[config.mk]
export PLATFORM = sky130hd
export DESIGN_NAME = waveform_player
export DESIGN_NICKNAME = d
export VERILOG_FILES = /design/src/awg_pkg.sv /design/src/waveform_player.sv
export SDC_FILE = /design/constraint.sdc
export NUM_CORES = 1
export LEC_CHECK = 0
export ABC_AREA = 0
export BUFFER_PORTS_ARGS = -buffer_cell sky130_fd_sc_hd__clkbuf_2
export CORE_MARGIN = 2
export CORE_UTILIZATION = 45
export CTS_CLUSTER_SIZE = 10
export DETAILED_ROUTE_END_ITERATION = 6
export GPL_ROUTABILITY_DRIVEN = 0
export GPL_TIMING_DRIVEN = 0
export PLACE_DENSITY_LB_ADDON = 0.15
export SLEW_MARGIN = 40
export SYNTH_ARGS = -nofsm -noshare
export SYNTH_HDL_FRONTEND = slang
export SYNTH_SLANG_ARGS = --single-unit
[constraint.sdc]
create_clock -name clock -period 4.7 [get_ports clock]
set_clock_uncertainty 0.15 [all_clocks]
set_input_delay 0.94 -clock clock [delete_from_list [all_inputs] [get_ports clock]]
set_output_delay 0.94 -clock clock [all_outputs]
set_load 0.01 [all_outputs]
[src/awg_pkg.sv]
`default_nettype none

package awg_pkg;
	// waveform word and memory depth
	localparam int data_width = 8;
	localparam int address_width = 11;

	// apb address map
	localparam int apb_address_width = 13;
	// set for the memory window, clear for registers
	localparam int window_bit = 12;
	localparam int offset_width = 12;
	localparam logic [offset_width-1:0] control_offset = 12'h000;
	localparam logic [offset_width-1:0] last_address_offset = 12'h004;
	localparam logic [offset_width-1:0] status_offset = 12'h008;
	localparam int last_address_width = 8;

	// framing marker pattern
	localparam int block_length = 32;
	localparam logic [data_width-1:0] marker_value = 8'hff;

	// prbs-7, x^7 + x^6 + 1
	localparam int prbs_order = 7;
	localparam logic [prbs_order-1:0] prbs_seed = 7'h7f;
	localparam int prbs_tap_high = 6;
	localparam int prbs_tap_low = 5;

	typedef logic [data_width-1:0] wave_word_t;
	typedef logic [address_width-1:0] wave_address_t;

	// run sits in bit 0, fill_mode in bit 1, refill in bit 2
	typedef struct packed {
		logic refill;
		logic fill_mode;
		logic run;
	} control_t;

	localparam int control_width = $bits(control_t);
endpackage

`default_nettype wire
[src/waveform_player.sv]
`default_nettype none

module waveform_player (
	input logic clock,
	input logic reset,
	input logic run,
	input logic [awg_pkg::last_address_width-1:0] last_address,
	output awg_pkg::wave_address_t read_address,
	input awg_pkg::wave_word_t read_data,
	output logic bit_out,
	output awg_pkg::wave_word_t word_out,
	output logic word_strobe
);
	import awg_pkg::*;

	localparam int count_width = $clog2(data_width);
	localparam logic [count_width-1:0] last_bit = count_width'(data_width - 1);

	logic active;
	logic primed;
	logic boundary;
	logic load;
	logic [count_width-1:0] bit_count;
	wave_word_t shift;
	wave_address_t next_address;

	// last bit of the current word
	assign boundary = active && (bit_count == last_bit);

	// from idle, wait until read_data reflects address 0
	assign load = run && (boundary || (!active && primed));

	// loop 0 .. last_address
	assign next_address = (read_address == wave_address_t'(last_address)) ?
		'0 : read_address + 1'b1;

	// msb first
	assign bit_out = shift[data_width-1];

	always_ff @(posedge clock) begin
		if (reset) begin
			active <= 1'b0;
			primed <= 1'b0;
			bit_count <= '0;
			read_address <= '0;
			shift <= '0;
			word_out <= '0;
			word_strobe <= 1'b0;
		end else begin
			word_strobe <= load;
			// one idle clock lets the ram catch up after address returns to 0
			primed <= !active;
			if (load) begin
				active <= 1'b1;
				bit_count <= '0;
				shift <= read_data;
				word_out <= read_data;
				// prefetch, ram has 7 clocks to deliver the next word
				read_address <= next_address;
			end else begin
				shift <= {shift[data_width-2:0], 1'b0};
				if (boundary) begin
					// run dropped, stop here and rewind
					active <= 1'b0;
					bit_count <= '0;
					read_address <= '0;
				end else if (active) begin
					bit_count <= bit_count + 1'b1;
				end
			end
		end
	end
endmodule

`default_nettype wire

==> impl_metrics.xml <==
<?xml version="1.0" encoding="UTF-8"?>
<metrics>
  <group name="critical_path">
    <metric name="timing_worst_setup_path_type" unit="">flop to output pin</metric>
    <metric name="cp_max_fo" unit="">8</metric>
    <metric name="cp_data_required_time" unit="ns">3.61</metric>
    <metric name="crit_path_top_delay_cell" unit="">sky130_fd_sc_hd__dfxtp_1</metric>
    <metric name="path_delay_family" unit="">flip-flops</metric>
    <metric name="crit_chain" unit="">clkbuf_2</metric>
    <metric name="path_buf_inv" unit="">1</metric>
    <metric name="arrival" unit="ns">1.01</metric>
    <metric name="cp_slowest_stage_delay" unit="ns">0.49</metric>
    <metric name="setup.worst_path.start_class" unit="">flop</metric>
    <metric name="timing.critical_path.to_type" unit="">output pin</metric>
  </group>
  <group name="sta">
    <metric name="final-hold-violation-count" unit="">0</metric>
    <metric name="setup_tns" unit="ns">0</metric>
    <metric name="layout_min_cycle_time" unit="ns">2.10</metric>
    <metric name="max_clock_freq" unit="MHz">477</metric>
    <metric name="setup_viol_count_final" unit="">0</metric>
    <metric name="grt_setup_unrepaired" unit="">no</metric>
    <metric name="timing.final.max_slew_violations" unit="">0</metric>
    <metric name="max_slew_margin" unit="%">67.6</metric>
    <metric name="worst_slew_pin_slew" unit="ns">0.483</metric>
    <metric name="hold_ws" unit="ns">0.299</metric>
    <metric name="finalCritPeriodShare" unit="%">44.6</metric>
  </group>
  <group name="clock_tree">
    <metric name="tritoncts.num_buffers" unit="">5</metric>
    <metric name="cts.root.buffer_cell" unit="">sky130_fd_sc_hd__clkbuf_4</metric>
    <metric name="clk_transition_reported_paths" unit="ns">0.10</metric>
    <metric name="holdBufCountCts" unit="">0</metric>
    <metric name="worst_skew_pair.late_latency" unit="ns">0.33</metric>
    <metric name="post_cts_resized" unit="">0</metric>
    <metric name="clock_tree.buffer_depth" unit="">2</metric>
    <metric name="postCtsSetupBuffers" unit="">0</metric>
    <metric name="cts_tree" unit="">yes</metric>
    <metric name="htreeDepth" unit="">2</metric>
    <metric name="cts.sink_count" unit="">33</metric>
  </group>
  <group name="synthesis">
    <metric name="yosys.cell_types.count" unit="">31</metric>
    <metric name="async_reset_ff_share" unit="%">0</metric>
    <metric name="synth-main-ff-cell" unit="">sky130_fd_sc_hd__dfxtp_1</metric>
    <metric name="ys_top_cells_by_area" unit="">sky130_fd_sc_hd__dfxtp_1 (46%), sky130_fd_sc_hd__nand2_1 (8.4%), sky130_fd_sc_hd__a21oi_1 (6.7%)</metric>
    <metric name="synth_top_area_cell" unit="">sky130_fd_sc_hd__dfxtp_1</metric>
    <metric name="yosysTopAreaCellShare" unit="%">46.4</metric>
    <metric name="post_synth_inst_count" unit="">164</metric>
    <metric name="synth_area_per_cell" unit="sq um">8.69</metric>
    <metric name="mappedNetlistNets" unit="">186</metric>
    <metric name="ys_ff_latch" unit="">33</metric>
    <metric name="synth_enable_flop_cells" unit="">0</metric>
    <metric name="post_synth_instance_area" unit="sq um">1430</metric>
    <metric name="ys.warnings.count" unit="">0</metric>
    <metric name="synth-seq-area-share" unit="%">46.4</metric>
  </group>
  <group name="global_routing">
    <metric name="wire_length_of_the_first_global_routing_pass" unit="mm">4.94</metric>
    <metric name="pin_count_of_the_biggest_net_entering_global_routing" unit="">11</metric>
    <metric name="vias_in_the_first_global_route" unit="">1180</metric>
    <metric name="antenna_violations_before_repair" unit="">0</metric>
    <metric name="globalRoute.totalOverflow" unit="">0</metric>
    <metric name="grt_util_all_layers" unit="%">18.5</metric>
  </group>
  <group name="power_and_ir_drop">
    <metric name="static-leakage-power" unit="nW">0.787</metric>
    <metric name="intPower" unit="mW">0.401</metric>
    <metric name="clock_power_share" unit="%">33.2</metric>
    <metric name="power.ir.vdd_worst" unit="V">0.000123</metric>
    <metric name="p_sw_share" unit="%">24.5</metric>
    <metric name="comb_power_share" unit="%">11.3</metric>
    <metric name="power-per-cell-area" unit="nW/um^2">306</metric>
    <metric name="sequential_share_of_power" unit="%">55.4</metric>
    <metric name="net_switching" unit="mW">0.130</metric>
  </group>
  <group name="placement">
    <metric name="place_hpwl" unit="mm">2.36</metric>
    <metric name="io_buffers" unit="">38</metric>
  </group>
  <group name="flow_run">
    <metric name="maxCapViolCount" unit="">0</metric>
  </group>
  <group name="route">
    <metric name="drt_first_iter_violations" unit="">45</metric>
    <metric name="via_per_instance_ratio" unit="">4.98</metric>
    <metric name="totalWireLength" unit="mm">3.05</metric>
    <metric name="drt_pass1_iterations" unit="">4</metric>
    <metric name="remaining_drc_errors" unit="">0</metric>
    <metric name="vias" unit="">1264</metric>
    <metric name="drtAntennaViolNets" unit="">0</metric>
    <metric name="routedWlPerCell" unit="um">12.0</metric>
  </group>
  <group name="final_layout">
    <metric name="final_net_count" unit="">231</metric>
    <metric name="area_overhead_of_the_layout_relative_to_synthesis" unit="%">22.1</metric>
    <metric name="core_util_final" unit="%">57.5</metric>
    <metric name="drive_gt1_share" unit="%">26.2</metric>
    <metric name="number_of_diodes_added_for_antenna_fixing" unit="">0</metric>
    <metric name="layout.cells.most_common" unit="">sky130_fd_sc_hd__clkbuf_2</metric>
    <metric name="mostFrequentLayoutCells" unit="">sky130_fd_sc_hd__clkbuf_2 (38), sky130_fd_sc_hd__dfxtp_1 (33), sky130_fd_sc_hd__nand2_1 (32)</metric>
  </group>
  <group name="die">
    <metric name="die-area" unit="sq um">3630</metric>
    <metric name="core_region_area" unit="sq um">3030</metric>
    <metric name="die_h" unit="um">60.3</metric>
    <metric name="row_count" unit="">20</metric>
    <metric name="floorplan.initialDensity" unit="%">47.1</metric>
    <metric name="die_width" unit="um">60.3</metric>
    <metric name="io_pins" unit="">40</metric>
  </group>
  <group name="run_status">
    <metric name="run_status" unit="">finished, final reports clean</metric>
  </group>
  <group name="hold_path">
    <metric name="worstHoldPathType" unit="">flop to flop</metric>
  </group>
</metrics>
[final timing paths]
path / from / cells after the start / endpoint / slack (ns)
max: read_address[6] / 1 / read_address[6] / 2.60
min: shift[0] / 2 / shift[1] / 0.30
max reg2reg: bit_count[0] / 7 / word_out[6] / 2.63
min reg2reg: shift[0] / 2 / shift[1] / 0.30
[layout make-up]
type,count,area [sq um]
clock buffer,7,65.1
multi-input combinational,117,701
sequential,33,661
clock inverter,1,5.00
inverter,7,26.3
timing repair buffer,38,190
buffer,7,37.5
fill,296,1290
tap,44,55.1
[per-layer routing]
layer  up-vias  routed length (um)  part of all wire [%]  global-route usage, %
met5         -                   0                     0                      0
met4         0                  39                   1.3                   8.25
met3         4                 146                   4.8                   4.11
met2        41                1610                    53                   34.8
met1       577                1260                    41                   19.3
li1        642                   -                     -                      -
[registers in the layout, summed over array words and instances, names as in the netlist]
register / cells
active: 1
word_out: 8
bit_count: 3
primed: 1
read_address: 11
shift: 8
word_strobe: 1
[cell usage after synthesis, drive strengths merged, types with 2 or more instances]
cell type	n
mux2i	3
dfxtp	33
clkbuf	3
and3	3
nand3	9
xor2	9
o21ai	4
a22o	5
nor2	9
ha	3
and2	4
inv	7
a31oi	2
buf	4
a21oi	20
xnor2	3
nand2	32
nor3	2
[power groups by stage]
stage / sequential, mW / combinational, mW / clock, mW
3_3_place_gp: 0.301 / 0.0586 / 0
4_1_cts: 0.295 / 0.0611 / 0.183
6_report: 0.295 / 0.0603 / 0.177
5_1_grt: 0.296 / 0.0668 / 0.194
2_1_floorplan: 0.303 / 0.0361 / 0
3_5_place_dp: 0.301 / 0.0610 / 0
[metrics by stage]
step	total power, mW	worst slack (ns)	instance area (sq um)	std cells
2_1_floorplan	0.339	2.52	1430	164
3_3_place_gp	0.360	2.29	1670	246
4_1_cts	0.539	2.60	1740	254
3_5_place_dp	0.362	2.26	1670	246
5_1_grt	0.557	2.49	1740	254
6_report	0.532	2.60	1740	254
[logic make-up after synthesis]
kind of cell	synth area share [%]
XOR/XNOR	7.38
multiplexers	2.11
adder cells (fa/ha/maj)	2.63
flip-flops	46.4
AO/OA/AOI/OAI	15.2
AND/OR/NAND/NOR	21.9
buffers and inverters	4.48
No activity file was read; power rests on OpenSTA's default activity.
