**src/awg_pkg.sv**
```systemverilog
`default_nettype none

package awg_pkg;
	// waveform word and memory depth
	localparam int data_width = 8;
	localparam int address_width = 11;

	// apb address map
	localparam int apb_address_width = 13;
	// set for the memory window, clear for registers
	localparam int window_bit = 12;
	localparam int offset_width = 12;
	localparam logic [offset_width-1:0] control_offset = 12'h000;
	localparam logic [offset_width-1:0] last_address_offset = 12'h004;
	localparam logic [offset_width-1:0] status_offset = 12'h008;
	localparam int last_address_width = 8;

	// framing marker pattern
	localparam int block_length = 32;
	localparam logic [data_width-1:0] marker_value = 8'hff;

	// prbs-7, x^7 + x^6 + 1
	localparam int prbs_order = 7;
	localparam logic [prbs_order-1:0] prbs_seed = 7'h7f;
	localparam int prbs_tap_high = 6;
	localparam int prbs_tap_low = 5;

	typedef logic [data_width-1:0] wave_word_t;
	typedef logic [address_width-1:0] wave_address_t;

	// run sits in bit 0, fill_mode in bit 1, refill in bit 2
	typedef struct packed {
		logic refill;
		logic fill_mode;
		logic run;
	} control_t;

	localparam int control_width = $bits(control_t);
endpackage

`default_nettype wire
```
**src/wave_write_if.sv**
```systemverilog
`default_nettype none

interface wave_write_if;
	import awg_pkg::*;

	// host request, held until ready
	logic valid;
	wave_address_t address;
	wave_word_t data;
	// low while the loader is filling
	logic ready;

	modport host (
		output valid, address, data,
		input ready
	);

	modport store (
		input valid, address, data,
		output ready
	);
endinterface

`default_nettype wire

```
**src/waveform_loader.sv**
```systemverilog
`default_nettype none

module waveform_loader (
	input logic clock,
	input logic reset,
	input logic refill,
	input logic fill_mode,
	wave_write_if.store host,
	output logic write_enable,
	output awg_pkg::wave_address_t write_address,
	output awg_pkg::wave_word_t write_data,
	output logic filled
);
	import awg_pkg::*;

	localparam int offset_bits = $clog2(block_length);
	localparam wave_address_t last_fill_address = '1;

	logic filling;
	logic fill_prbs;
	wave_address_t fill_address;
	wave_word_t marker_data;
	wave_word_t prbs_word;

	// restart lines up the seed with the first fill word
	prbs_generator prbs_generator_inst (
		.clock(clock),
		.reset(reset),
		.restart(refill),
		.step(filling & fill_prbs),
		.word(prbs_word)
	);

	// marker header at the start of every 32-word block
	always_comb begin
		case (fill_address[offset_bits-1:0])
			0: marker_data = marker_value;
			// upper address bits
			1: marker_data = fill_address[address_width-1 -: data_width];
			// remaining low bits, zero extended
			2: marker_data = {{(2 * data_width - address_width){1'b0}},
				fill_address[address_width-data_width-1:0]};
			3: marker_data = marker_value;
			default: marker_data = '0;
		endcase
	end

	// fill sweep, armed by reset so it runs right after release
	always_ff @(posedge clock) begin
		if (reset) begin
			filling <= 1'b1;
			fill_prbs <= 1'b0;
			fill_address <= '0;
			filled <= 1'b0;
		end else if (refill) begin
			filling <= 1'b1;
			fill_prbs <= fill_mode;
			fill_address <= '0;
			filled <= 1'b0;
		end else if (filling) begin
			fill_address <= fill_address + 1'b1;
			// last word goes out this cycle
			if (fill_address == last_fill_address) begin
				filling <= 1'b0;
				filled <= 1'b1;
			end
		end
	end

	// host is held off for the whole sweep
	assign host.ready = !filling;

	// fill owns the write port, otherwise host writes pass through
	always_comb begin
		if (filling) begin
			write_enable = 1'b1;
			write_address = fill_address;
			write_data = fill_prbs ? prbs_word : marker_data;
		end else begin
			write_enable = host.valid & host.ready;
			write_address = host.address;
			write_data = host.data;
		end
	end
endmodule

`default_nettype wire

```
**src/prbs_generator.sv**
```systemverilog
`default_nettype none

module prbs_generator (
	input logic clock,
	input logic reset,
	input logic restart,
	input logic step,
	output awg_pkg::wave_word_t word
);
	import awg_pkg::*;

	logic [prbs_order-1:0] state;
	logic [prbs_order-1:0] lfsr;
	logic [prbs_order-1:0] next_state;
	logic feedback;
	wave_word_t next_bits;

	// run the lfsr eight times ahead, earliest bit lands in the msb
	always_comb begin
		lfsr = state;
		next_bits = '0;
		feedback = 1'b0;
		for (int i = data_width - 1; i >= 0; i--) begin
			feedback = lfsr[prbs_tap_high] ^ lfsr[prbs_tap_low];
			next_bits[i] = feedback;
			lfsr = {lfsr[prbs_order-2:0], feedback};
		end
		next_state = lfsr;
	end

	always_ff @(posedge clock) begin
		if (reset || restart) begin
			state <= prbs_seed;
		end else if (step) begin
			state <= next_state;
		end
	end

	// word is valid before the step that consumes it
	assign word = next_bits;
endmodule

`default_nettype wire

```
**src/flat_wrapper.sv**
```systemverilog
// flat-port wrapper written by rule: the top's interface ports become plain ports
module waveform_loader_flat import awg_pkg::*;
  (clock, reset, refill, fill_mode, write_enable, write_address, write_data, filled, host_valid, host_address, host_data, host_ready);
  wave_write_if host_i ();
  input logic clock;
  input logic reset;
  input logic refill;
  input logic fill_mode;
  output logic write_enable;
  output awg_pkg::wave_address_t write_address;
  output awg_pkg::wave_word_t write_data;
  output logic filled;
  input wire logic [$bits(host_i.valid)-1:0] host_valid;
  input wire logic [$bits(host_i.address)-1:0] host_address;
  input wire logic [$bits(host_i.data)-1:0] host_data;
  output wire logic [$bits(host_i.ready)-1:0] host_ready;
  assign host_i.valid = host_valid;
  assign host_i.address = host_address;
  assign host_i.data = host_data;
  assign host_ready = host_i.ready;
  waveform_loader u_core (.clock(clock), .reset(reset), .refill(refill), .fill_mode(fill_mode), .host(host_i), .write_enable(write_enable), .write_address(write_address), .write_data(write_data), .filled(filled));
endmodule
```
**config.mk**
```make
export PLATFORM = sky130hd
export DESIGN_NAME = waveform_loader_flat
export DESIGN_NICKNAME = d
export VERILOG_FILES = /design/src/awg_pkg.sv /design/src/wave_write_if.sv /design/src/waveform_loader.sv /design/src/prbs_generator.sv /design/src/flat_wrapper.sv
export SDC_FILE = /design/constraint.sdc
export NUM_CORES = 1
export LEC_CHECK = 0
export BUFFER_PORTS_ARGS = -buffer_cell sky130_fd_sc_hd__buf_4
export CORE_MARGIN = 4
export CORE_UTILIZATION = 45
export DETAILED_ROUTE_END_ITERATION = 8
export PLACE_DENSITY = 0.76
export SLEW_MARGIN = 20
export SYNTH_ARGS = -nofsm -noshare
export SYNTH_HDL_FRONTEND = slang
export SYNTH_HIERARCHICAL = 1
export SYNTH_SLANG_ARGS = --single-unit
```
**constraint.sdc**
```tcl
create_clock -name clock -period 1.55 [get_ports clock]
set_input_delay 0.155 -clock clock [delete_from_list [all_inputs] [get_ports clock]]
set_output_delay 0.155 -clock clock [all_outputs]
set_load 0.02 [all_outputs]
```
==> impl_metrics.json, run 1 <==
{
  "finalSetupTns_ns": -2.62,
  "grt_pass1_vias": 1549,
  "cts_sinks": 21,
  "diodes": 0,
  "period_share_pct": 123,
  "nets": 249,
  "slew_headroom_pct": 78.1,
  "overflow": 0,
  "worst_setup_path_end_kind": "output port",
  "regArea_um2": 434,
  "rsz0062_at_grt": "yes",
  "required_ns": 1.39,
  "portBuffers": 45,
  "gp_congestion": 0.818,
  "initial_core_util_pct": 47.3,
  "finalMaxSlewViolations": 0,
  "fillCellCount": 234,
  "cts_hold_repair.buffers": 0,
  "final_cells": 264,
  "status": "finished, violations left",
  "grt_pass1_wl_um": 7060,
  "cts.path.max_buffers": 2,
  "synth_cells": 161,
  "synth_nets": 189,
  "min_period_ns": 1.90,
  "ir_worst_vdd_mv": 0.467,
  "fmax_mhz": 526,
  "vias": 1525,
  "grt_max_degree": 15,
  "cts_buffers": 3,
  "skew_ns": 0.00177,
  "wl_per_cell_um": 17.2,
  "synth_area_mm2": 0.00145,
  "die_x_um": 64.7,
  "ys_seq_elements": 21,
  "placed_cells": 252,
  "wl_um": 4530,
  "fp-row-count": 20,
  "dp_hpwl_um": 3060,
  "dp_slack_ns": -0.130,
  "vias_per_cell": 5.78,
  "core_mm2": 0.00305,
  "drt.antenna.violating_nets": 0,
  "synth_edf_count": 0,
  "finalPower_mw": 1.16,
  "area_growth_pct": 53.2,
  "drt-initial-drc-count": 79,
  "yosysWarnings": 6,
  "insertion_delay_ns": 0.31,
  "grt_antenna_before_repair": 0,
  "crit_type": "reg2out",
  "whs_ns": 0.0709,
  "ys_types": 38,
  "yosys_most_used_dff": "dfxtp_1",
  "power_leakage_nw": 0.954,
  "finalSetupViolations": 15,
  "track_usage_pct": 21.0,
  "firstDrtPassIters": 4,
  "max-cap-violations": 0,
  "cts_tree": "built",
  "clock-root-buffer": "clkbuf_4",
  "syn_area_per_cell_um2": 8.98,
  "multi_input_area_mm2": 0.00108,
  "seq_area_frac_synth_pct": 29.1,
  "power.density_mw_per_mm2": 526,
  "drc": 0,
  "mostFrequentLayoutCell": "buf_4",
  "h-tree-depth": 1,
  "holdCritPathClass": "in2reg",
  "fin_ws_ns": -0.350,
  "violations": "setup timing",
  "final-hold-violation-count": 0,
  "crit_fanout": 8,
  "layout-drive-gt1-share_pct": 50.5,
  "worstPathArrival_ns": 1.74,
  "clkTransAtPathRegs_ns": 0.13,
  "start_kind": "register",
  "dieArea_mm2": 0.00418,
  "layout_common_cells": "50 x buf_4, 24 x nor2_1, 16 x dfxtp_1",
  "worst_pin_slew_ns": 0.325,
  "ioPinCount": 46,
  "async_flop_share_pct": 0,
  "die_h_um": 64.7
}
==> worst paths after layout <==
kind | from | end | slack [ns] | cells after the start
hold / removal | fill_mode | u_core/fill_prbs | 0.07 | 3
setup / recovery | u_core/fill_address[0] | write_data[3] | -0.35 | 6
hold reg to reg | u_core/filled | u_core/filled | 0.54 | 2
setup reg to reg | u_core/fill_address[0] | u_core/fill_address[9] | 0.06 | 4
==> cells in the mapped netlist (2+ instances only) <==
master | number | area share, %
and3_1 | 2 | 0.87
nand4_1 | 3 | 1.3
xor2_1 | 10 | 6.1
a21oi_1 | 6 | 2.1
nand3_1 | 3 | 1.0
mux2i_1 | 2 | 1.4
clkbuf_1 | 5 | 1.3
dfxtp_1 | 21 | 29
a2111o_1 | 6 | 4.7
or4_1 | 2 | 1.0
a221oi_1 | 8 | 4.8
or2_2 | 2 | 0.87
o21ai_0 | 4 | 1.4
o31ai_1 | 3 | 1.6
buf_2 | 2 | 0.69
mux2_2 | 11 | 8.6
nor2_1 | 25 | 6.5
ha_1 | 4 | 3.5
a211o_1 | 8 | 4.8
nand2_1 | 5 | 1.3
or3_1 | 2 | 0.87
inv_1 | 5 | 1.3
nor2b_1 | 5 | 2.2
buf_4 | 3 | 1.6
==> stage by stage <==
stage | util (%) | area, um^2
floorplan | - | 1460
global placement | 61.4 | 1870
detailed placement | 61.4 | 1870
CTS | 67.5 | 2060
global route | 72.5 | 2210
finish | 72.5 | 2210
==> power by group <==
part	switching, mW	total [mW]	internal, mW
logic	0.155	0.318	0.164
registers	0.0160	0.562	0.546
clock network	0.186	0.283	0.0965
total	0.357	1.16	0.806
==> sequential cells by signal (all words and copies together), names as in the netlist <==
signal,count
u_core/filling,1
u_core/fill_prbs,1
u_core/fill_address,11
u_core/filled,1
u_core/prbs_generator_inst/state,7
==> logic make-up (layout without fill, tap and decap cells) <==
logic type	after synthesis	count (layout)	share of synthesized area (%)
xor gates and xnor gates	12	12	8.22
buffers and inverters	17	76	6.49
DFF	21	21	29.1
and+or+nand+nor	57	57	21.9
muxes	13	13	9.96
AOI/OAI and AO/OA	37	37	20.9
adders and majority gates	4	4	3.46
==> area by class of cell <==
| class | instances | share of cell area [%] |
|---|---|---|
| clock buffers | 3 | 1.02 |
| clock inverters | 1 | 0.226 |
| flip-flops and latches | 21 | 19.6 |
| repair buffers | 66 | 26.5 |
| inverters | 6 | 1.30 |
| well taps | 44 | 2.49 |
| multi-input cells | 123 | 48.8 |
==> worst max-delay path: stages (launching register included) <==
cell,delay (ns)
dfxtp_4,0.43
inv_4,0.06
ha_4,0.19
a211o_1,0.27
a221oi_2,0.26
nor2_1,0.07
buf_4,0.16
==> metal layers <==
layer / track usage [%] / wire [um] / up-vias
met5: 0 / 0 / -
met2: 37.6 / 2370 / 65
met1: 24.8 / 1740 / 735
met4: 8.97 / 132 / 0
li1: - / - / 709
met3: 2.95 / 289 / 16
==> timing repair <==
| item | in CTS | in global routing |
|---|---|---|
| resized for setup | 30 | 26 |
| gates cloned | 0 | 1 |
| setup buffers | 4 | 3 |
| pin swaps | 21 | 2 |
| setup endpoints to repair | 24 | 26 |
Power figures use the tool's default switching activity.
==> inputs of run 2 (changes only) <==
--- a/config.mk
+++ b/config.mk
@@ -5,11 +5,12 @@
 export SDC_FILE = /design/constraint.sdc
 export NUM_CORES = 1
 export LEC_CHECK = 0
+export ABC_AREA = 1
 export BUFFER_PORTS_ARGS = -buffer_cell sky130_fd_sc_hd__buf_4
 export CORE_MARGIN = 4
 export CORE_UTILIZATION = 45
 export DETAILED_ROUTE_END_ITERATION = 8
-export PLACE_DENSITY = 0.76
+export PLACE_DENSITY = 0.77
 export SLEW_MARGIN = 20
 export SYNTH_ARGS = -nofsm -noshare
 export SYNTH_HDL_FRONTEND = slang
==> impl_metrics.json, run 2 <==
{
  "status": "finished, violations left",
  "violations": "setup timing",
  "ys_seq_elements": 21,
  "holdCritPathClass": "in2reg",
  "yosys.area.top_type": "dfxtp_1",
  "grt_pass1_wl_um": 6230,
  "finalSetupTns_ns": -1.97,
  "grt_pass1_vias": 1493,
  "grt_antenna_before_repair": 0,
  "ir_worst_vdd_mv": 0.624,
  "fmax_mhz": 549,
  "layout-drive-gt1-share_pct": 30.4,
  "synth_fa_ha_area_share_pct": 3.72,
  "crit_fanout": 5,
  "placed_cells": 304,
  "area_growth_pct": 42.6,
  "ioPinCount": 46,
  "syn_area_per_cell_um2": 6.14,
  "required_ns": 1.39,
  "cts.path.max_buffers": 2,
  "diodes": 0,
  "synth-simple-area-share_pct": 36.9,
  "largest_reg_flops": 11,
  "seq_area_frac_synth_pct": 31.3,
  "slew_headroom_pct": 71.4,
  "core_mm2": 0.00281,
  "dieArea_mm2": 0.00392,
  "finalPower_mw": 1.09,
  "overflow": 0,
  "cts_tree": "built",
  "synth-xor-area-share_pct": 3.26,
  "clock-root-buffer": "clkbuf_4",
  "portBuffers": 45,
  "async_flop_share_pct": 0,
  "min_period_ns": 1.82,
  "synth.top_cells.by_count": "57 x nand2_1, 37 x nor2_1, 22 x inv_1",
  "power.density_mw_per_mm2": 569,
  "drc": 0,
  "layout_common_cells": "60 x buf_4, 57 x nand2_1, 33 x nor2_1",
  "vias_per_cell": 5.06,
  "worst_setup_path_end_kind": "output port",
  "worst_pin_slew_ns": 0.428,
  "synth_edf_count": 0,
  "clkTransAtPathRegs_ns": 0.12,
  "wl_um": 3610,
  "grt_max_degree": 14,
  "synth_cells": 219,
  "cts_sinks": 21,
  "fillCellCount": 250,
  "insertion_delay_ns": 0.31,
  "utilization_pct": 68.3,
  "synth_top_family_by_area": "simple AND/OR/NAND/NOR gates",
  "mostFrequentLayoutCell": "buf_4",
  "stdcell_area_mm2": 0.00192,
  "reg_top3": "u_core/fill_address (11), u_core/prbs_generator_inst/state (7)",
  "gp_congestion": 0.909,
  "power_leakage_nw": 0.852,
  "synthMostInstantiatedCell": "nand2_1",
  "drt.antenna.violating_nets": 0,
  "initial_core_util_pct": 47.9,
  "nets": 309,
  "max-cap-violations": 0,
  "synth.area.top_cells": "dfxtp_1 31%, nand2_1 16%, nor2_1 10%",
  "rsz0062_at_grt": "yes",
  "cts_hold_repair.buffers": 0,
  "track_usage_pct": 18.9,
  "start_kind": "register",
  "synth_top_cell_area_share_pct": 31.3,
  "final-hold-violation-count": 0,
  "fp-row-count": 19,
  "skew_ns": 0.00301,
  "fin_ws_ns": -0.270,
  "synth_nets": 247,
  "dp_hpwl_um": 2780,
  "synthMuxAreaShare_pct": 0,
  "die_h_um": 62.6,
  "cts_buffers": 3,
  "drt-initial-drc-count": 69,
  "vias": 1575,
  "worstPathArrival_ns": 1.67,
  "place_area_mm2": 0.00180,
  "synth_area_mm2": 0.00134,
  "synth_compound_gate_area_share_pct": 15.6,
  "h-tree-depth": 1,
  "crit_type": "reg2out",
  "final_cells": 311,
  "wl_per_cell_um": 11.6,
  "die_x_um": 62.6,
  "finalMaxSlewViolations": 0,
  "top_register": "u_core/fill_address",
  "yosys_most_used_dff": "dfxtp_1",
  "ys_types": 23,
  "period_share_pct": 117,
  "finalSetupViolations": 8,
  "firstDrtPassIters": 4,
  "yosysWarnings": 6
}
## run 2: worst max-delay path, cell delays in order (launching register included)
cell and delay [ns]:
dfxtp_2 0.37, inv_2 0.06, ha_4 0.15, o211ai_1 0.24, nand3_2 0.20, nor2_2 0.15
nor2_1 0.05, buf_4 0.15
## run 2: cell type report
cell class	count	area (um^2)	area share, %
multi-input combinational	168	850	44.3
clock buffer	4	26.3	1.37
sequential	21	427	22.3
inverter	23	86.3	4.50
timing repair buffer	64	489	25.5
tap	31	38.8	2.02
## run 2: cells by family (layout without fill, tap and decap cells)
group           Yosys count  in the layout
simple gates            119            119
compound gates           40             40
buf+inv                  30             91
flops                    21             21
xor+xnor                  5              5
fa+ha+maj                 4              4
## run 2: power breakdown
group          switching [mW]  internal (mW)
logic                   0.132          0.129
clock network           0.171          0.101
registers             0.00989          0.548
total                   0.313          0.778
## run 2: final timing paths
| check | start | to | slack, ns | cells past startpoint |
|---|---|---|---|---|
| min | reset | u_core/fill_prbs | 0.01 | 2 |
| max reg2reg | u_core/fill_address[1] | u_core/fill_address[10] | 0.14 | 8 |
| min reg2reg | u_core/filled | u_core/filled | 0.46 | 2 |
| max | u_core/fill_address[1] | write_data[3] | -0.27 | 7 |
## run 2: layer usage
layer	vias to the layer above	share of wire (%)	wire length [um]	track usage [%]
met5	-	0	0	0
met4	0	0.67	24	4.41
met3	5	4.8	174	3.78
met2	40	49	1780	33.2
met1	704	45	1630	23.7
li1	826	-	-	-
## run 2: repair_timing
item | 4_1_cts | 5_1_grt
hold endpoints to repair | 0 | 0
setup buffers | 1 | 2
pin swaps | 5 | 1
resized for setup | 21 | 5
endpoints found under the setup margin | 20 | 19
gates cloned | 0 | 0
## run 2: metrics by stage
step / hold slack (ns) / setup WS, ns
4_1_cts: 0.00590 / -0.256
5_1_grt: 0.00158 / -0.409
3_5_place_dp: 0.347 / -0.0477
6_report: 0.0107 / -0.270
3_3_place_gp: 0.342 / 0.0148
2_1_floorplan: 0.227 / 0.140
==> inputs of run 3 (changes only) <==
--- a/config.mk
+++ b/config.mk
@@ -10,6 +10,7 @@
 export CORE_MARGIN = 4
 export CORE_UTILIZATION = 45
 export DETAILED_ROUTE_END_ITERATION = 8
+export GPL_TIMING_DRIVEN = 0
 export PLACE_DENSITY = 0.77
 export SLEW_MARGIN = 20
 export SYNTH_ARGS = -nofsm -noshare
==> constraint.sdc (replaced) <==
create_clock -name clock -period 1.55 [get_ports clock]
set_input_delay 0.31 -clock clock [delete_from_list [all_inputs] [get_ports clock]]
set_output_delay 0.31 -clock clock [all_outputs]
set_load 0.02 [all_outputs]
==> impl_metrics.json, run 3 (synthesis results as in run 2) <==
{
  "top_register": "u_core/fill_address",
  "wl_per_cell_um": 13.3,
  "area_growth_pct": 62.0,
  "wl_um": 4230,
  "vias": 1655,
  "clock-root-buffer": "clkbuf_4",
  "period_share_pct": 128,
  "finalSetupViolations": 20,
  "cts_sinks": 21,
  "worst_setup_path_end_kind": "output port",
  "skew_ns": 0.0148,
  "die_h_um": 62.6,
  "reg_top3": "u_core/fill_address (11), u_core/prbs_generator_inst/state (7)",
  "dieArea_mm2": 0.00392,
  "fin_ws_ns": -0.433,
  "gp_congestion": 0.830,
  "utilization_pct": 77.6,
  "rsz0062_at_grt": "yes",
  "cts_tree": "built",
  "power.density_mw_per_mm2": 508,
  "portBuffers": 45,
  "clkTransAtPathRegs_ns": 0.14,
  "start_kind": "register",
  "fp-row-count": 19,
  "grt_pass1_vias": 1560,
  "drt.antenna.violating_nets": 0,
  "h-tree-depth": 1,
  "cts.path.max_buffers": 2,
  "insertion_delay_ns": 0.32,
  "status": "finished, violations left",
  "finalSetupTns_ns": -4.92,
  "dp_hpwl_um": 2700,
  "final-hold-violation-count": 0,
  "max-cap-violations": 0,
  "largest_reg_flops": 11,
  "ir_worst_vdd_mv": 0.537,
  "crit_fanout": 5,
  "core_mm2": 0.00281,
  "finalPower_mw": 1.11,
  "nets": 315,
  "layout-drive-gt1-share_pct": 39.2,
  "track_usage_pct": 21.1,
  "min_period_ns": 1.98,
  "slew_headroom_pct": 71.2,
  "required_ns": 1.24,
  "grt_max_degree": 13,
  "cts_buffers": 3,
  "overflow": 0,
  "initial_core_util_pct": 47.9,
  "finalMaxSlewViolations": 0,
  "ioPinCount": 46,
  "grt_pass1_wl_um": 6880,
  "cts_hold_repair.buffers": 0,
  "layout_common_cells": "43 x nand2_1, 42 x buf_4, 34 x nor2_1",
  "worst_pin_slew_ns": 0.431,
  "drt-initial-drc-count": 145,
  "holdCritPathClass": "in2reg",
  "mostFrequentLayoutCell": "nand2_1",
  "die_x_um": 62.6,
  "diodes": 0,
  "violations": "setup timing",
  "grt_antenna_before_repair": 0,
  "vias_per_cell": 5.22,
  "crit_type": "reg2out",
  "worstPathArrival_ns": 1.67,
  "drc": 0,
  "dp_slack_ns": -0.280,
  "power_leakage_nw": 1.00,
  "fmax_mhz": 504,
  "firstDrtPassIters": 4
}
run 3: per-layer routing:
metal  share of wire (%)  wire (um)  track usage, %
met5                   0          0               0
met4                 1.1         46            5.51
met3                 6.4        269            3.60
met2                  52       2210            38.5
met1                  40       1700            25.3
run 3: where the power goes:
part / switching (mW) / internal, mW
sequential: 0.0110 / 0.548
clock: 0.184 / 0.0965
combinational: 0.140 / 0.126
run 3: critical path: stages (launching register included):
cell      delay (ns)
dfxtp_2         0.39
inv_2           0.06
ha_4            0.15
o211ai_1        0.24
nand3_2         0.17
nor2_1          0.13
nor2_1          0.06
buf_4           0.16
run 3: final cells by class:
type	instances	area, um^2
clock buffer	3	22.5
sequential	21	427
tap	31	38.8
multi-input combinational	168	937
clock inverter	1	5.00
inverter	23	101
fill	195	628
timing repair buffer	62	566
buffer	7	73.8
timing repair inverter	1	6.26
run 3: final timing paths:
kind / startpoint / to / slack (ns) / cells past startpoint
setup / recovery: u_core/fill_address[0] / write_data[5] / -0.43 / 7
hold / removal: reset / u_core/fill_prbs / 0.17 / 2
setup reg to reg: u_core/filling / u_core/prbs_generator_inst/state[2] / 0.12 / 7
hold reg to reg: u_core/filled / u_core/filled / 0.47 / 2
run 3: what timing repair did:
item / 4_1_cts / 5_1_grt
cloned: 3 / 0
setup endpoints to repair: 21 / 21
resized for setup: 70 / 23
buffers inserted: 12 / 4
hold endpoints to repair: 0 / 0
pin swaps: 14 / 6
run 3: metrics by stage:
stage | area, um^2 | hold WS [ns] | instances
floorplan | 1340 | 0.382 | 219
global placement | 1720 | 0.441 | 295
detailed placement | 1720 | 0.440 | 295
CTS | 2070 | 0.156 | 314
global route | 2180 | 0.158 | 317
finish | 2180 | 0.168 | 317
